[config.mk]
export PLATFORM = sky130hd
export DESIGN_NAME = pe_noc_top
export DESIGN_NICKNAME = d
export VERILOG_FILES = /design/src/hdl/pe_noc_pkg.sv /design/src/hdl/pe_noc_addr_decoder.sv /design/src/hdl/pe_noc_txn_tagger.sv /design/src/hdl/pe_noc_port_ctrl.sv /design/src/hdl/pe_noc_top.sv
export VERILOG_INCLUDE_DIRS = /design/src /design/src/hdl
export SDC_FILE = /design/constraint.sdc
export NUM_CORES = 1
export LEC_CHECK = 0
export ABC_AREA = 1
export BUFFER_PORTS_ARGS = -buffer_cell sky130_fd_sc_hd__buf_4
export CORE_AREA = 2 2 221 223
export DETAILED_ROUTE_END_ITERATION = 8
export DIE_AREA = 0 0 223 225
export SLEW_MARGIN = 0
export SYNTH_ARGS = -nofsm -noshare
export SYNTH_HDL_FRONTEND = slang
export SYNTH_HIERARCHICAL = 1
export SYNTH_SLANG_ARGS = --single-unit
[constraint.sdc]
create_clock -name clk_i -period 10.9 [get_ports clk_i]
set_input_delay 2.18 -clock clk_i [delete_from_list [all_inputs] [get_ports clk_i]]
set_output_delay 2.18 -clock clk_i [all_outputs]
set_load 0.05 [all_outputs]
[src/hdl/pe_noc_defines.svh]
`ifndef PE_NOC_DEFINES_SVH
`define PE_NOC_DEFINES_SVH

// Address and data bus widths
`define NOC_ADDR_W 32
`define NOC_DATA_W 32

// Requester ID as seen upstream
`define NOC_REQ_ID_W 4

// Narrow sequence tag sent downstream, wraps every four transactions
`define NOC_TAG_W 2

// Cluster count is fixed for this network
`define NOC_NUM_CL 2

// Clusters plus the L2 data and L2 program ports
`define NOC_NUM_TGT 4

`endif

[src/hdl/pe_noc_pkg.sv]
package pe_noc_pkg;

  `include "pe_noc_defines.svh"

  typedef logic [`NOC_ADDR_W-1:0]   addr_t;
  typedef logic [`NOC_DATA_W-1:0]   data_t;
  typedef logic [`NOC_REQ_ID_W-1:0] req_id_t;
  typedef logic [`NOC_TAG_W-1:0]    tag_t;

  // Encoding doubles as the downstream port index
  typedef enum logic [2:0] {
    TGT_CL0  = 3'd0,
    TGT_CL1  = 3'd1,
    TGT_L2D  = 3'd2,
    TGT_L2I  = 3'd3,
    TGT_NONE = 3'd4
  } noc_target_e;

  // Port controller FSM
  typedef enum logic [2:0] {
    ST_IDLE   = 3'd0,
    ST_DECODE = 3'd1,
    ST_REQ    = 3'd2,
    ST_REL    = 3'd3,
    ST_ACK    = 3'd4
  } noc_state_e;

endpackage

[src/hdl/pe_noc_addr_decoder.sv]
`timescale 1ns/1ps

`include "pe_noc_defines.svh"

module pe_noc_addr_decoder (
  input  logic                                     clk_i,
  input  logic                                     rst_i,
  input  logic                                     cap_en_i,
  input  pe_noc_pkg::addr_t                        addr_i,

  // Address map
  input  pe_noc_pkg::addr_t [`NOC_NUM_CL-1:0]      cl_start_addr_i,
  input  pe_noc_pkg::addr_t [`NOC_NUM_CL-1:0]      cl_end_addr_i,
  input  pe_noc_pkg::addr_t                        l2d_start_addr_i,
  input  pe_noc_pkg::addr_t                        l2d_end_addr_i,
  input  pe_noc_pkg::addr_t                        l2i_start_addr_i,
  input  pe_noc_pkg::addr_t                        l2i_end_addr_i,

  output pe_noc_pkg::noc_target_e                  target_o
);

  import pe_noc_pkg::*;

  noc_target_e target_d;
  noc_target_e target_q;

  // Both range bounds are inclusive
  function automatic logic in_range(addr_t addr, addr_t lo, addr_t hi);
    return (addr >= lo) && (addr <= hi);
  endfunction

  // Rules are checked from lowest to highest priority so the last hit wins,
  // which leaves cluster 0 as the first match when ranges overlap
  always_comb begin
    target_d = TGT_NONE;
    if (in_range(addr_i, l2i_start_addr_i, l2i_end_addr_i)) begin
      target_d = TGT_L2I;
    end
    if (in_range(addr_i, l2d_start_addr_i, l2d_end_addr_i)) begin
      target_d = TGT_L2D;
    end
    for (int i = `NOC_NUM_CL - 1; i >= 0; i--) begin
      if (in_range(addr_i, cl_start_addr_i[i], cl_end_addr_i[i])) begin
        target_d = noc_target_e'(3'(i));
      end
    end
  end

  always_ff @(posedge clk_i) begin
    if (rst_i) begin
      target_q <= TGT_NONE;
    end else if (cap_en_i) begin
      target_q <= target_d;
    end
  end

  assign target_o = target_q;

endmodule

[src/hdl/pe_noc_txn_tagger.sv]
`timescale 1ns/1ps

`include "pe_noc_defines.svh"

module pe_noc_txn_tagger (
  input  logic                    clk_i,
  input  logic                    rst_i,
  input  logic                    cap_en_i,
  input  pe_noc_pkg::req_id_t     id_i,
  input  pe_noc_pkg::noc_target_e target_i,
  input  logic                    txn_done_i,
  output pe_noc_pkg::tag_t        tag_o,
  output pe_noc_pkg::req_id_t     saved_id_o
);

  import pe_noc_pkg::*;

  tag_t                            seq_cnt_q [`NOC_NUM_TGT];
  req_id_t                         saved_id_q;
  logic [$clog2(`NOC_NUM_TGT)-1:0] port_idx;

  // Only meaningful when a real target was decoded
  assign port_idx = target_i[$clog2(`NOC_NUM_TGT)-1:0];

  // One sequence counter per downstream port
  always_ff @(posedge clk_i) begin
    if (rst_i) begin
      for (int k = 0; k < `NOC_NUM_TGT; k++) begin
        seq_cnt_q[k] <= '0;
      end
    end else if (txn_done_i && (target_i != TGT_NONE)) begin
      // Natural wrap at the tag width
      seq_cnt_q[port_idx] <= seq_cnt_q[port_idx] + 1'b1;
    end
  end

  // Original ID is held for the upstream response
  always_ff @(posedge clk_i) begin
    if (cap_en_i) begin
      saved_id_q <= id_i;
    end
  end

  assign tag_o      = (target_i == TGT_NONE) ? '0 : seq_cnt_q[port_idx];
  assign saved_id_o = saved_id_q;

endmodule

[src/hdl/pe_noc_port_ctrl.sv]
`timescale 1ns/1ps

`include "pe_noc_defines.svh"

module pe_noc_port_ctrl (
  input  logic                                 clk_i,
  input  logic                                 rst_i,

  // Upstream requester
  input  logic                                 req_i,
  input  logic                                 write_i,
  input  pe_noc_pkg::addr_t                    addr_i,
  input  pe_noc_pkg::data_t                    wdata_i,
  output logic                                 ack_o,
  output logic                                 err_o,
  output pe_noc_pkg::data_t                    rdata_o,

  // Decoder result and internal pulses
  input  pe_noc_pkg::noc_target_e              target_i,
  output logic                                 cap_en_o,
  output logic                                 txn_done_o,

  // Downstream ports
  output logic [`NOC_NUM_TGT-1:0]              tgt_req_o,
  output logic                                 tgt_write_o,
  output pe_noc_pkg::addr_t                    tgt_addr_o,
  output pe_noc_pkg::data_t                    tgt_wdata_o,
  input  logic [`NOC_NUM_TGT-1:0]              tgt_ack_i,
  input  pe_noc_pkg::data_t [`NOC_NUM_TGT-1:0] tgt_rdata_i
);

  import pe_noc_pkg::*;

  noc_state_e                      state_q;
  logic                            ack_q;
  logic                            err_q;
  logic [`NOC_NUM_TGT-1:0]         tgt_req_q;
  logic [$clog2(`NOC_NUM_TGT)-1:0] port_idx;
  logic                            sel_ack;

  // Captured request and response payload
  logic                            write_q;
  addr_t                           addr_q;
  data_t                           wdata_q;
  data_t                           rdata_q;

  assign port_idx = target_i[$clog2(`NOC_NUM_TGT)-1:0];
  assign sel_ack  = tgt_ack_i[port_idx];

  // Both pulses last one cycle since the state moves on at the next edge
  assign cap_en_o   = (state_q == ST_IDLE) && req_i;
  assign txn_done_o = (state_q == ST_ACK) && !req_i;

  always_ff @(posedge clk_i) begin
    if (rst_i) begin
      state_q   <= ST_IDLE;
      ack_q     <= 1'b0;
      err_q     <= 1'b0;
      tgt_req_q <= '0;
    end else begin
      case (state_q)
        ST_IDLE: begin
          if (req_i) begin
            state_q <= ST_DECODE;
          end
        end
        ST_DECODE: begin
          if (target_i == TGT_NONE) begin
            // Unmapped address, answer directly without a downstream request
            err_q   <= 1'b1;
            ack_q   <= 1'b1;
            state_q <= ST_ACK;
          end else begin
            err_q               <= 1'b0;
            tgt_req_q[port_idx] <= 1'b1;
            state_q             <= ST_REQ;
          end
        end
        ST_REQ: begin
          if (sel_ack) begin
            tgt_req_q <= '0;
            state_q   <= ST_REL;
          end
        end
        ST_REL: begin
          // Target must release its ack before upstream sees completion
          if (!sel_ack) begin
            ack_q   <= 1'b1;
            state_q <= ST_ACK;
          end
        end
        ST_ACK: begin
          if (!req_i) begin
            ack_q   <= 1'b0;
            err_q   <= 1'b0;
            state_q <= ST_IDLE;
          end
        end
        default: begin
          state_q <= ST_IDLE;
        end
      endcase
    end
  end

  always_ff @(posedge clk_i) begin
    if (cap_en_o) begin
      write_q <= write_i;
      addr_q  <= addr_i;
      wdata_q <= wdata_i;
    end
  end

  // Read data only for successful reads, zero otherwise
  always_ff @(posedge clk_i) begin
    if ((state_q == ST_DECODE) && (target_i == TGT_NONE)) begin
      rdata_q <= '0;
    end else if ((state_q == ST_REQ) && sel_ack) begin
      rdata_q <= write_q ? '0 : tgt_rdata_i[port_idx];
    end
  end

  assign ack_o       = ack_q;
  assign err_o       = err_q;
  assign rdata_o     = rdata_q;
  assign tgt_req_o   = tgt_req_q;
  assign tgt_write_o = write_q;
  assign tgt_addr_o  = addr_q;
  assign tgt_wdata_o = wdata_q;

endmodule

[src/hdl/pe_noc_top.sv]
`timescale 1ns/1ps

`include "pe_noc_defines.svh"

module pe_noc_top (
  input  logic                                 clk_i,
  input  logic                                 rst_i,

  // Upstream requester
  input  logic                                 req_i,
  input  logic                                 write_i,
  input  pe_noc_pkg::addr_t                    addr_i,
  input  pe_noc_pkg::data_t                    wdata_i,
  input  pe_noc_pkg::req_id_t                  id_i,
  output logic                                 ack_o,
  output logic                                 err_o,
  output pe_noc_pkg::data_t                    rdata_o,
  output pe_noc_pkg::req_id_t                  rid_o,

  // Address map
  input  pe_noc_pkg::addr_t [`NOC_NUM_CL-1:0]  cl_start_addr_i,
  input  pe_noc_pkg::addr_t [`NOC_NUM_CL-1:0]  cl_end_addr_i,
  input  pe_noc_pkg::addr_t                    l2d_start_addr_i,
  input  pe_noc_pkg::addr_t                    l2d_end_addr_i,
  input  pe_noc_pkg::addr_t                    l2i_start_addr_i,
  input  pe_noc_pkg::addr_t                    l2i_end_addr_i,

  // Downstream ports, cluster 0, cluster 1, L2 data, L2 program
  output logic [`NOC_NUM_TGT-1:0]              tgt_req_o,
  output logic                                 tgt_write_o,
  output pe_noc_pkg::addr_t                    tgt_addr_o,
  output pe_noc_pkg::data_t                    tgt_wdata_o,
  output pe_noc_pkg::tag_t                     tgt_tag_o,
  input  logic [`NOC_NUM_TGT-1:0]              tgt_ack_i,
  input  pe_noc_pkg::data_t [`NOC_NUM_TGT-1:0] tgt_rdata_i
);

  import pe_noc_pkg::*;

  logic        cap_en;
  logic        txn_done;
  noc_target_e target;

  pe_noc_addr_decoder i_addr_decoder (
    .clk_i,
    .rst_i,
    .cap_en_i         (cap_en),
    .addr_i,
    .cl_start_addr_i,
    .cl_end_addr_i,
    .l2d_start_addr_i,
    .l2d_end_addr_i,
    .l2i_start_addr_i,
    .l2i_end_addr_i,
    .target_o         (target)
  );

  // Tagger works beside the decoder on the same captured request
  pe_noc_txn_tagger i_txn_tagger (
    .clk_i,
    .rst_i,
    .cap_en_i   (cap_en),
    .id_i,
    .target_i   (target),
    .txn_done_i (txn_done),
    .tag_o      (tgt_tag_o),
    .saved_id_o (rid_o)
  );

  pe_noc_port_ctrl i_port_ctrl (
    .clk_i,
    .rst_i,
    .req_i,
    .write_i,
    .addr_i,
    .wdata_i,
    .ack_o,
    .err_o,
    .rdata_o,
    .target_i    (target),
    .cap_en_o    (cap_en),
    .txn_done_o  (txn_done),
    .tgt_req_o,
    .tgt_write_o,
    .tgt_addr_o,
    .tgt_wdata_o,
    .tgt_ack_i,
    .tgt_rdata_i
  );

endmodule

==> results of run 1 <==
metrics by stage:
| step | power [mW] | cell area, um^2 | worst slack, ps | util, % | hold WS [ps] |
|---|---|---|---|---|---|
| 2_1_floorplan | 1.533 | 11840 | 2540 | - | 447.8 |
| 3_3_place_gp | 2.010 | 16790 | 6544 | 35.32 | 442.9 |
| 3_5_place_dp | 2.028 | 16790 | 6560 | 35.32 | 445.6 |
| 4_1_cts | 2.618 | 17350 | 6813 | 36.50 | 458.2 |
| 5_1_grt | 2.735 | 17360 | 6721 | 36.52 | 474.5 |
| 6_report | 2.579 | 17360 | 6901 | 36.52 | 454.3 |
placed cells by master, fill, tap and decap left out, types with 3 or more instances in the layout:
cell type,synthesis,routed
sky130_fd_sc_hd__inv_2,3,3
sky130_fd_sc_hd__o21bai_1,6,6
sky130_fd_sc_hd__nor3_1,11,10
sky130_fd_sc_hd__o21ai_0,30,30
sky130_fd_sc_hd__nor3b_1,3,3
sky130_fd_sc_hd__dfxtp_1,44,44
sky130_fd_sc_hd__o21a_1,11,11
sky130_fd_sc_hd__nand4_1,53,53
sky130_fd_sc_hd__buf_4,3,576
sky130_fd_sc_hd__nand2_2,6,6
sky130_fd_sc_hd__nand2_1,428,428
sky130_fd_sc_hd__clkbuf_16,0,18
sky130_fd_sc_hd__edfxtp_1,77,77
sky130_fd_sc_hd__o211ai_1,4,4
sky130_fd_sc_hd__nand3_1,69,69
sky130_fd_sc_hd__nor2_1,73,72
sky130_fd_sc_hd__clkinvlp_4,0,4
sky130_fd_sc_hd__diode_2,0,4
sky130_fd_sc_hd__nor4_1,3,3
sky130_fd_sc_hd__inv_6,1,9
sky130_fd_sc_hd__a21oi_1,157,157
sky130_fd_sc_hd__a21o_1,6,6
sky130_fd_sc_hd__nor2_2,8,9
sky130_fd_sc_hd__inv_1,328,328
sky130_fd_sc_hd__ha_1,256,256
worst paths after layout:
| check | startpoint | to | slack, ps |
|---|---|---|---|
| worst max register to register | i_addr_decoder/target_o[0]$_SDFFE_PP0P_ | i_port_ctrl/rdata_o[25]$_SDFFE_PP0P_ | 8380 |
| worst min register to register | i_port_ctrl/tgt_req_o[2]$_SDFFE_PP0P_ | i_port_ctrl/tgt_req_o[2]$_SDFFE_PP0P_ | 450 |
| worst max-delay path | i_addr_decoder/target_o[0]$_SDFFE_PP0P_ | tgt_tag_o[0] | 6900 |
| worst min-delay path | i_port_ctrl/tgt_req_o[2]$_SDFFE_PP0P_ | i_port_ctrl/tgt_req_o[2]$_SDFFE_PP0P_ | 450 |
cell type report:
type,count,area (um^2),area share [%]
timing repair buffer,576,4324,24.90
multi-input combinational,1139,7257,41.79
sequential,121,3193,18.39
inverter,332,1251,7.206
tap,615,769.5,4.431
antenna,4,10.01,0.05765
clock buffer,19,454.2,2.616
clock inverter,13,105.1,0.6053
sequential cells by signal (all words and copies together) (netlist names):
signal / count
i_port_ctrl/rdata_o: 32
i_port_ctrl/state_q: 3
i_port_ctrl/tgt_req_o: 4
i_addr_decoder/target_o: 3
i_port_ctrl/tgt_write_o: 1
i_port_ctrl/ack_o: 1
i_port_ctrl/err_o: 1
i_txn_tagger/seq_cnt_q: 8
i_port_ctrl/tgt_wdata_o: 32
i_port_ctrl/tgt_addr_o: 32
i_txn_tagger/saved_id_o: 4
routing by layer:
metal | part of all wire (%) | vias up
met5 | 0.037 | -
met4 | 2.5 | 4
met3 | 6.9 | 60
met2 | 51 | 442
met1 | 40 | 5883
li1 | - | 6446
power groups by stage:
stage	clock network (mW)	logic, mW	registers, mW
2_1_floorplan	0	0.401	1.13
3_3_place_gp	0	1.30	0.707
3_5_place_dp	0	1.31	0.713
4_1_cts	0.595	1.32	0.704
5_1_grt	0.607	1.41	0.717
6_report	0.566	1.31	0.704
critical path: stages (launching register included):
cell and delay, ps:
sky130_fd_sc_hd__dfxtp_1 310, sky130_fd_sc_hd__buf_4 270, sky130_fd_sc_hd__inv_2 150, sky130_fd_sc_hd__nand3_1 100, sky130_fd_sc_hd__nand2_1 100, sky130_fd_sc_hd__nor2_4 140, sky130_fd_sc_hd__nor2_1 50, sky130_fd_sc_hd__buf_4 190
kinds of logic after synthesis:
group | Yosys count | synth area share [%]
AND/OR/NAND/NOR | 665 | 24.25
buffers and inverters | 358 | 11.78
adder cells (fa/ha/maj) | 256 | 27.06
AO/OA/AOI/OAI | 218 | 9.937
flip-flops | 121 | 26.98
==> qor.csv, run 1 <==
metric;value;unit
outcome;finished, final reports clean;
drc violations;0;
DP Cell Count;2783;
switching share of power;46.53;%
cell depth of the worst hold path;2;
Post-synth top cells;428 x sky130_fd_sc_hd__nand2_1, 328 x sky130_fd_sc_hd__inv_1, 256 x sky130_fd_sc_hd__ha_1;
clock-pin slew of the registers on the worst-case setup and hold paths;70;ps
overall die area;50180;um^2
die span in y;225;um
worst-case clock skew;9.153;ps
relative max-transition margin;26.24;%
most common flop cell mapped by yosys;sky130_fd_sc_hd__edfxtp_1;
distinct cell type count after synthesis;37;
clk sinks;121;
Post-Route WL;50890;um
count of antenna-violating nets left after detailed routing;0;
initial antenna violation count;5;
Buffers on Ports;568;
proportion of netlist area held by the largest area contributor;27.06;%
number of design-rule violations left by the first detailed-router iteration;520;
met1 track demand over resource in global routing;22.06;%
library cell with the largest summed area after synthesis;sky130_fd_sc_hd__ha_1;
kind of start point of the critical path;register;
number of vias after detailed routing;12835;
vias in the first global route;13303;
number of enable flip-flop cells after synthesis;77;
fraction of the cycle the final worst path needs;36.69;%
Post-CTS Hold Fix Bufs;0;
vias per std cell;4.553;
CTS Buffer Depth;2;
# resized after CTS;0;
CP Class;reg2out;
shortest clock period the worst path allows after layout;3999;ps
fill count;4985;
data arrival time of the critical path;1820;ps
initial cell density of the core;24.89;%
share of layout cells above drive strength 1;29.05;%
cell types with the largest area share after synthesis;sky130_fd_sc_hd__ha_1 27%, sky130_fd_sc_hd__edfxtp_1 20%, sky130_fd_sc_hd__nand2_1 14%, sky130_fd_sc_hd__inv_1 10%, sky130_fd_sc_hd__dfxtp_1 7.4%;
Remaining Overflow, GRT;0;
highest clock rate;250.1;MHz
VDD IR-drop max;0.0001008;V
Layout Area Growth over Synthesis;46.70;%
path category of the worst min-delay check;reg2reg;
fraction of registers with async set or reset after synthesis;0;%
Seq/Total Area, Yosys;26.98;%
most frequently used cell type in the post-synthesis netlist;sky130_fd_sc_hd__nand2_1;
maximum fanout encountered on the critical timing path;19;
Core ar.;47550;um^2
final-report setup violation count;0;
syn_area_per_cell;7.315;um^2
post-synth design cell area;11840;um^2
Yosys Warn Count;6;
final max-slew violation count;0;
number of top-level pins;569;
number of detailed-routing iterations run before antenna repair;5;
post-synthesis register bit count;121;
half-perimeter wire length after detailed placement;43190;um
clock latency on the worst-skew pair;480;ps
Total Neg Setup Slack;0;ps
number of standard cells in the final layout excluding fillers;2819;
GRT busiest layer;met2;
Worst Reg2Reg Path Length in Cells;9;
global router's overall resource usage;20.20;%
Synthesized Nets;2334;
RD Place Congestion;0.9186;
Syn Inst Count;1618;
Worst-Margin Slew;1105;ps
Global Route met2 Usage;36.66;%
net total in the final layout;2903;
critical path required time;8720;ps
Clock Power Share;21.9;%
Cell Rows;80;
part of the total power dissipated in combinational logic;50.8;%
power density of the placed cells;148.5;nW/um^2
clock buffer count from CTS;17;
grt met3 use;5.776;%
Int Pwr;1.379;mW
leakage dissipation;9.504;nW
largest net degree at the start of global routing;53;
switching power;1.200;mW
proportion of power drawn by flip-flops and latches;27.3;%
endpoint class of the critical path;output pin;
Die W;223;um
MaxCap Viol Count;0;
CTS H-tree lvls;4;
count of buffers added by post-CTS timing repair for setup;0;
unrepaired setup endpoints after global routing;no;
Routed wire per std cell;18.05;um
CTS root buf;sky130_fd_sc_hd__clkbuf_16;
CTS tree;yes;
first-pass GRT wire length;75730;um
Fin. Hold Viols;0;
Note: power is estimated with default switching activity, not from simulation.
==> run 2, diff against run 1 <==
--- a/config.mk
+++ b/config.mk
@@ -6,11 +6,11 @@
 export SDC_FILE = /design/constraint.sdc
 export NUM_CORES = 1
 export LEC_CHECK = 0
-export ABC_AREA = 1
+export ABC_AREA = 0
 export BUFFER_PORTS_ARGS = -buffer_cell sky130_fd_sc_hd__buf_4
-export CORE_AREA = 2 2 221 223
+export CORE_AREA = 2 2 222 224
 export DETAILED_ROUTE_END_ITERATION = 8
-export DIE_AREA = 0 0 223 225
+export DIE_AREA = 0 0 224 226
 export SLEW_MARGIN = 0
 export SYNTH_ARGS = -nofsm -noshare
 export SYNTH_HDL_FRONTEND = slang
==> constraint.sdc (replaced) <==
create_clock -name clk_i -period 3.2 [get_ports clk_i]
set_input_delay 0.64 -clock clk_i [delete_from_list [all_inputs] [get_ports clk_i]]
set_output_delay 0.64 -clock clk_i [all_outputs]
set_load 0.05 [all_outputs]
==> run 2 against run 1 <==
  * Clock-buffer cell count down 2
  * Die area up 0.89%
  * Clock skew down 1.9 ps
  * Register-to-register slack worse by 7300 ps
  * Setup slack worse by 6300 ps
  * Highest routed layer unchanged
==> qor.csv, run 2 <==
metric;value;unit
final max-slew violation count;0;
switching share of power;39.33;%
worst slack after detailed placement;-22.77;ps
global router's overall resource usage;18.84;%
clk sinks;121;
clock latency on the worst-skew pair;430;ps
Post-CTS Hold Fix Bufs;0;
main combinational cell family by area after synthesis;adder cells;
Yosys Warn Count;6;
number of vias after detailed routing;11360;
proportion of power drawn by flip-flops and latches;29.6;%
drc violations;0;
switching power;2.768;mW
Fin. Hold Viols;0;
overall die area;50620;um^2
part of the total power dissipated in combinational logic;43.9;%
highest clock rate;384.2;MHz
simple-gate share of the synthesized area;9.474;%
most frequent standard cell in the layout excluding fill and tap cells;sky130_fd_sc_hd__buf_4;
first-pass GRT wire length;70210;um
distinct cell type count after synthesis;62;
delay of the slowest critical-path stage;610;ps
endpoint class of the critical path;output pin;
fraction of registers with async set or reset after synthesis;0;%
library cell with the largest summed area after synthesis;sky130_fd_sc_hd__ha_1;
die span in y;226;um
most frequently used cell type in the post-synthesis netlist;sky130_fd_sc_hd__inv_1;
CP Class;reg2out;
Final Worst Setup Slack;597.5;ps
final cell utilization of the core;35.14;%
area fraction in compound gates after synthesis;16.12;%
number of top-level pins;569;
cell types with the largest area share after synthesis;sky130_fd_sc_hd__ha_1 28%, sky130_fd_sc_hd__edfxtp_1 20%, sky130_fd_sc_hd__inv_1 9.7%, sky130_fd_sc_hd__dfxtp_1 7.8%, sky130_fd_sc_hd__mux4_2 7.0%;
final-report setup violation count;0;
CTS tree;yes;
CTS Buffer Depth;2;
synthesized-area fraction occupied by xor and xnor cells;0.1437;%
initial cell density of the core;23.41;%
RD Place Congestion;0.8875;
Remaining Overflow, GRT;0;
share of layout cells above drive strength 1;37.93;%
Post-synth top cells;292 x sky130_fd_sc_hd__inv_1, 256 x sky130_fd_sc_hd__ha_1, 95 x sky130_fd_sc_hd__a21oi_1;
half-perimeter wire length after detailed placement;42770;um
VDD IR-drop max;0.0003333;V
critical path required time;2560;ps
Int Pwr;4.269;mW
vias per std cell;4.698;
largest net degree at the start of global routing;72;
Seq/Total Area, Yosys;28.21;%
proportion of netlist area held by the largest area contributor;28.30;%
data arrival time of the critical path;1960;ps
worst-case clock skew;7.253;ps
Die W;224;um
outcome;finished, final reports clean;
Core ar.;48340;um^2
power density of the placed cells;414.2;nW/um^2
Syn Inst Count;1190;
Worst-Margin Slew;1039;ps
number of design-rule violations left by the first detailed-router iteration;440;
kind of start point of the critical path;register;
Layout Area Growth over Synthesis;50.09;%
initial antenna violation count;11;
Post-Route WL;49640;um
syn_area_per_cell;9.511;um^2
Synthesized Nets;1906;
post-synthesis register bit count;121;
top library cells by usage in the layout, fill and taps aside;584 x sky130_fd_sc_hd__buf_4, 292 x sky130_fd_sc_hd__inv_1, 256 x sky130_fd_sc_hd__ha_1;
Buffers on Ports;568;
cell with the largest stage delay on the worst path;sky130_fd_sc_hd__mux4_2;
mux share of post-synthesis cell area;6.964;%
Routed wire per std cell;20.53;um
fraction of the cycle the final worst path needs;81.33;%
leakage dissipation;8.772;nW
cell area after layout;16990;um^2
Total Neg Setup Slack;0;ps
area post-placement;16410;um^2
post-synth design cell area;11320;um^2
CTS root buf;sky130_fd_sc_hd__clkbuf_16;
shortest clock period the worst path allows after layout;2603;ps
number of enable flip-flop cells after synthesis;77;
maximum fanout encountered on the critical timing path;8;
most common flop cell mapped by yosys;sky130_fd_sc_hd__edfxtp_1;
count of buffers added by post-CTS timing repair for setup;0;
relative max-transition margin;30.56;%
MaxCap Viol Count;0;
number of detailed-routing iterations run before antenna repair;4;
clock buffer count from CTS;17;
# resized after CTS;0;
vias in the first global route;11711;
area share of fa/ha/maj cells after synthesis;28.30;%
total chip power;7.037;mW
Clock Power Share;26.5;%
path category of the worst min-delay check;in2reg;
unrepaired setup endpoints after global routing;no;
CTS H-tree lvls;4;
net total in the final layout;2493;
critical path, cell by cell;mux4_2 > and2_1 > buf_4;
count of antenna-violating nets left after detailed routing;0;
clock-pin slew of the registers on the worst-case setup and hold paths;60;ps
Cell Rows;81;
## run 2: power by group through the flow
stage	registers, mW	clock network [mW]	logic (mW)
after floorplan	2.86	0	1.09
after global placement	2.11	0	3.06
after detailed placement	2.12	0	3.11
after CTS	2.09	1.92	3.12
after global routing	2.11	1.98	3.32
final	2.08	1.86	3.09
## run 2: routing by layer
layer / part of all wire [%] / global-route usage (%) / up-vias
met5: 0.050 / 0 / -
met4: 1.8 / 6.366 / 6
met3: 6.1 / 3.955 / 51
met2: 52 / 35.04 / 428
met1: 40 / 21.24 / 5389
li1: - / - / 5486
## run 2: logic make-up after synthesis
group | count (synthesis)
buffers and inverters | 310
multiplexers | 35
AO/OA/AOI/OAI | 263
adder cells (fa/ha/maj) | 256
AND/OR/NAND/NOR | 204
XOR/XNOR | 1
flip-flops | 121
## run 2: worst paths after layout
kind | from | end | slack, ps | cells past startpoint
hold reg to reg | i_port_ctrl/rdata_o[8]$_SDFFE_PP0P_ | i_port_ctrl/rdata_o[8]$_SDFFE_PP0P_ | 460 | 1
setup / recovery | i_addr_decoder/target_o[0]$_SDFFE_PP0P_ | tgt_tag_o[0] | 600 | 3
setup reg to reg | i_addr_decoder/target_o[0]$_SDFFE_PP0P_ | i_port_ctrl/rdata_o[23]$_SDFFE_PP0P_ | 1050 | 5
hold / removal | wdata_i[31] | i_port_ctrl/tgt_wdata_o[31]$_DFFE_PP_ | 380 | 1
## run 2: metrics by stage
step / instances / hold slack (ps)
CTS: 2412 / 349.3
floorplan: 1190 / 436.6
detailed placement: 2380 / 447.5
global placement: 2380 / 447.1
finish: 2418 / 378.0
global route: 2418 / 353.3
## run 2: layout make-up
| class | count | area (um^2) |
|---|---|---|
| inverters | 292 | 1096 |
| flip-flops and latches | 121 | 3196 |
| well taps | 622 | 778.2 |
| clock inverters | 15 | 141.4 |
| clock buffers | 17 | 425.4 |
| multi-input cells | 759 | 6912 |
| fillers | 4880 | 31360 |
| diodes | 6 | 15.01 |
| repair buffers | 586 | 4424 |
## run 2: worst max-delay path: cells and delay by family (launching register included)
kind	cells	cell delay, ps
buffers and inverters	1	190
AND/OR/NAND/NOR	1	200
multiplexers	1	610
flip-flops	1	520
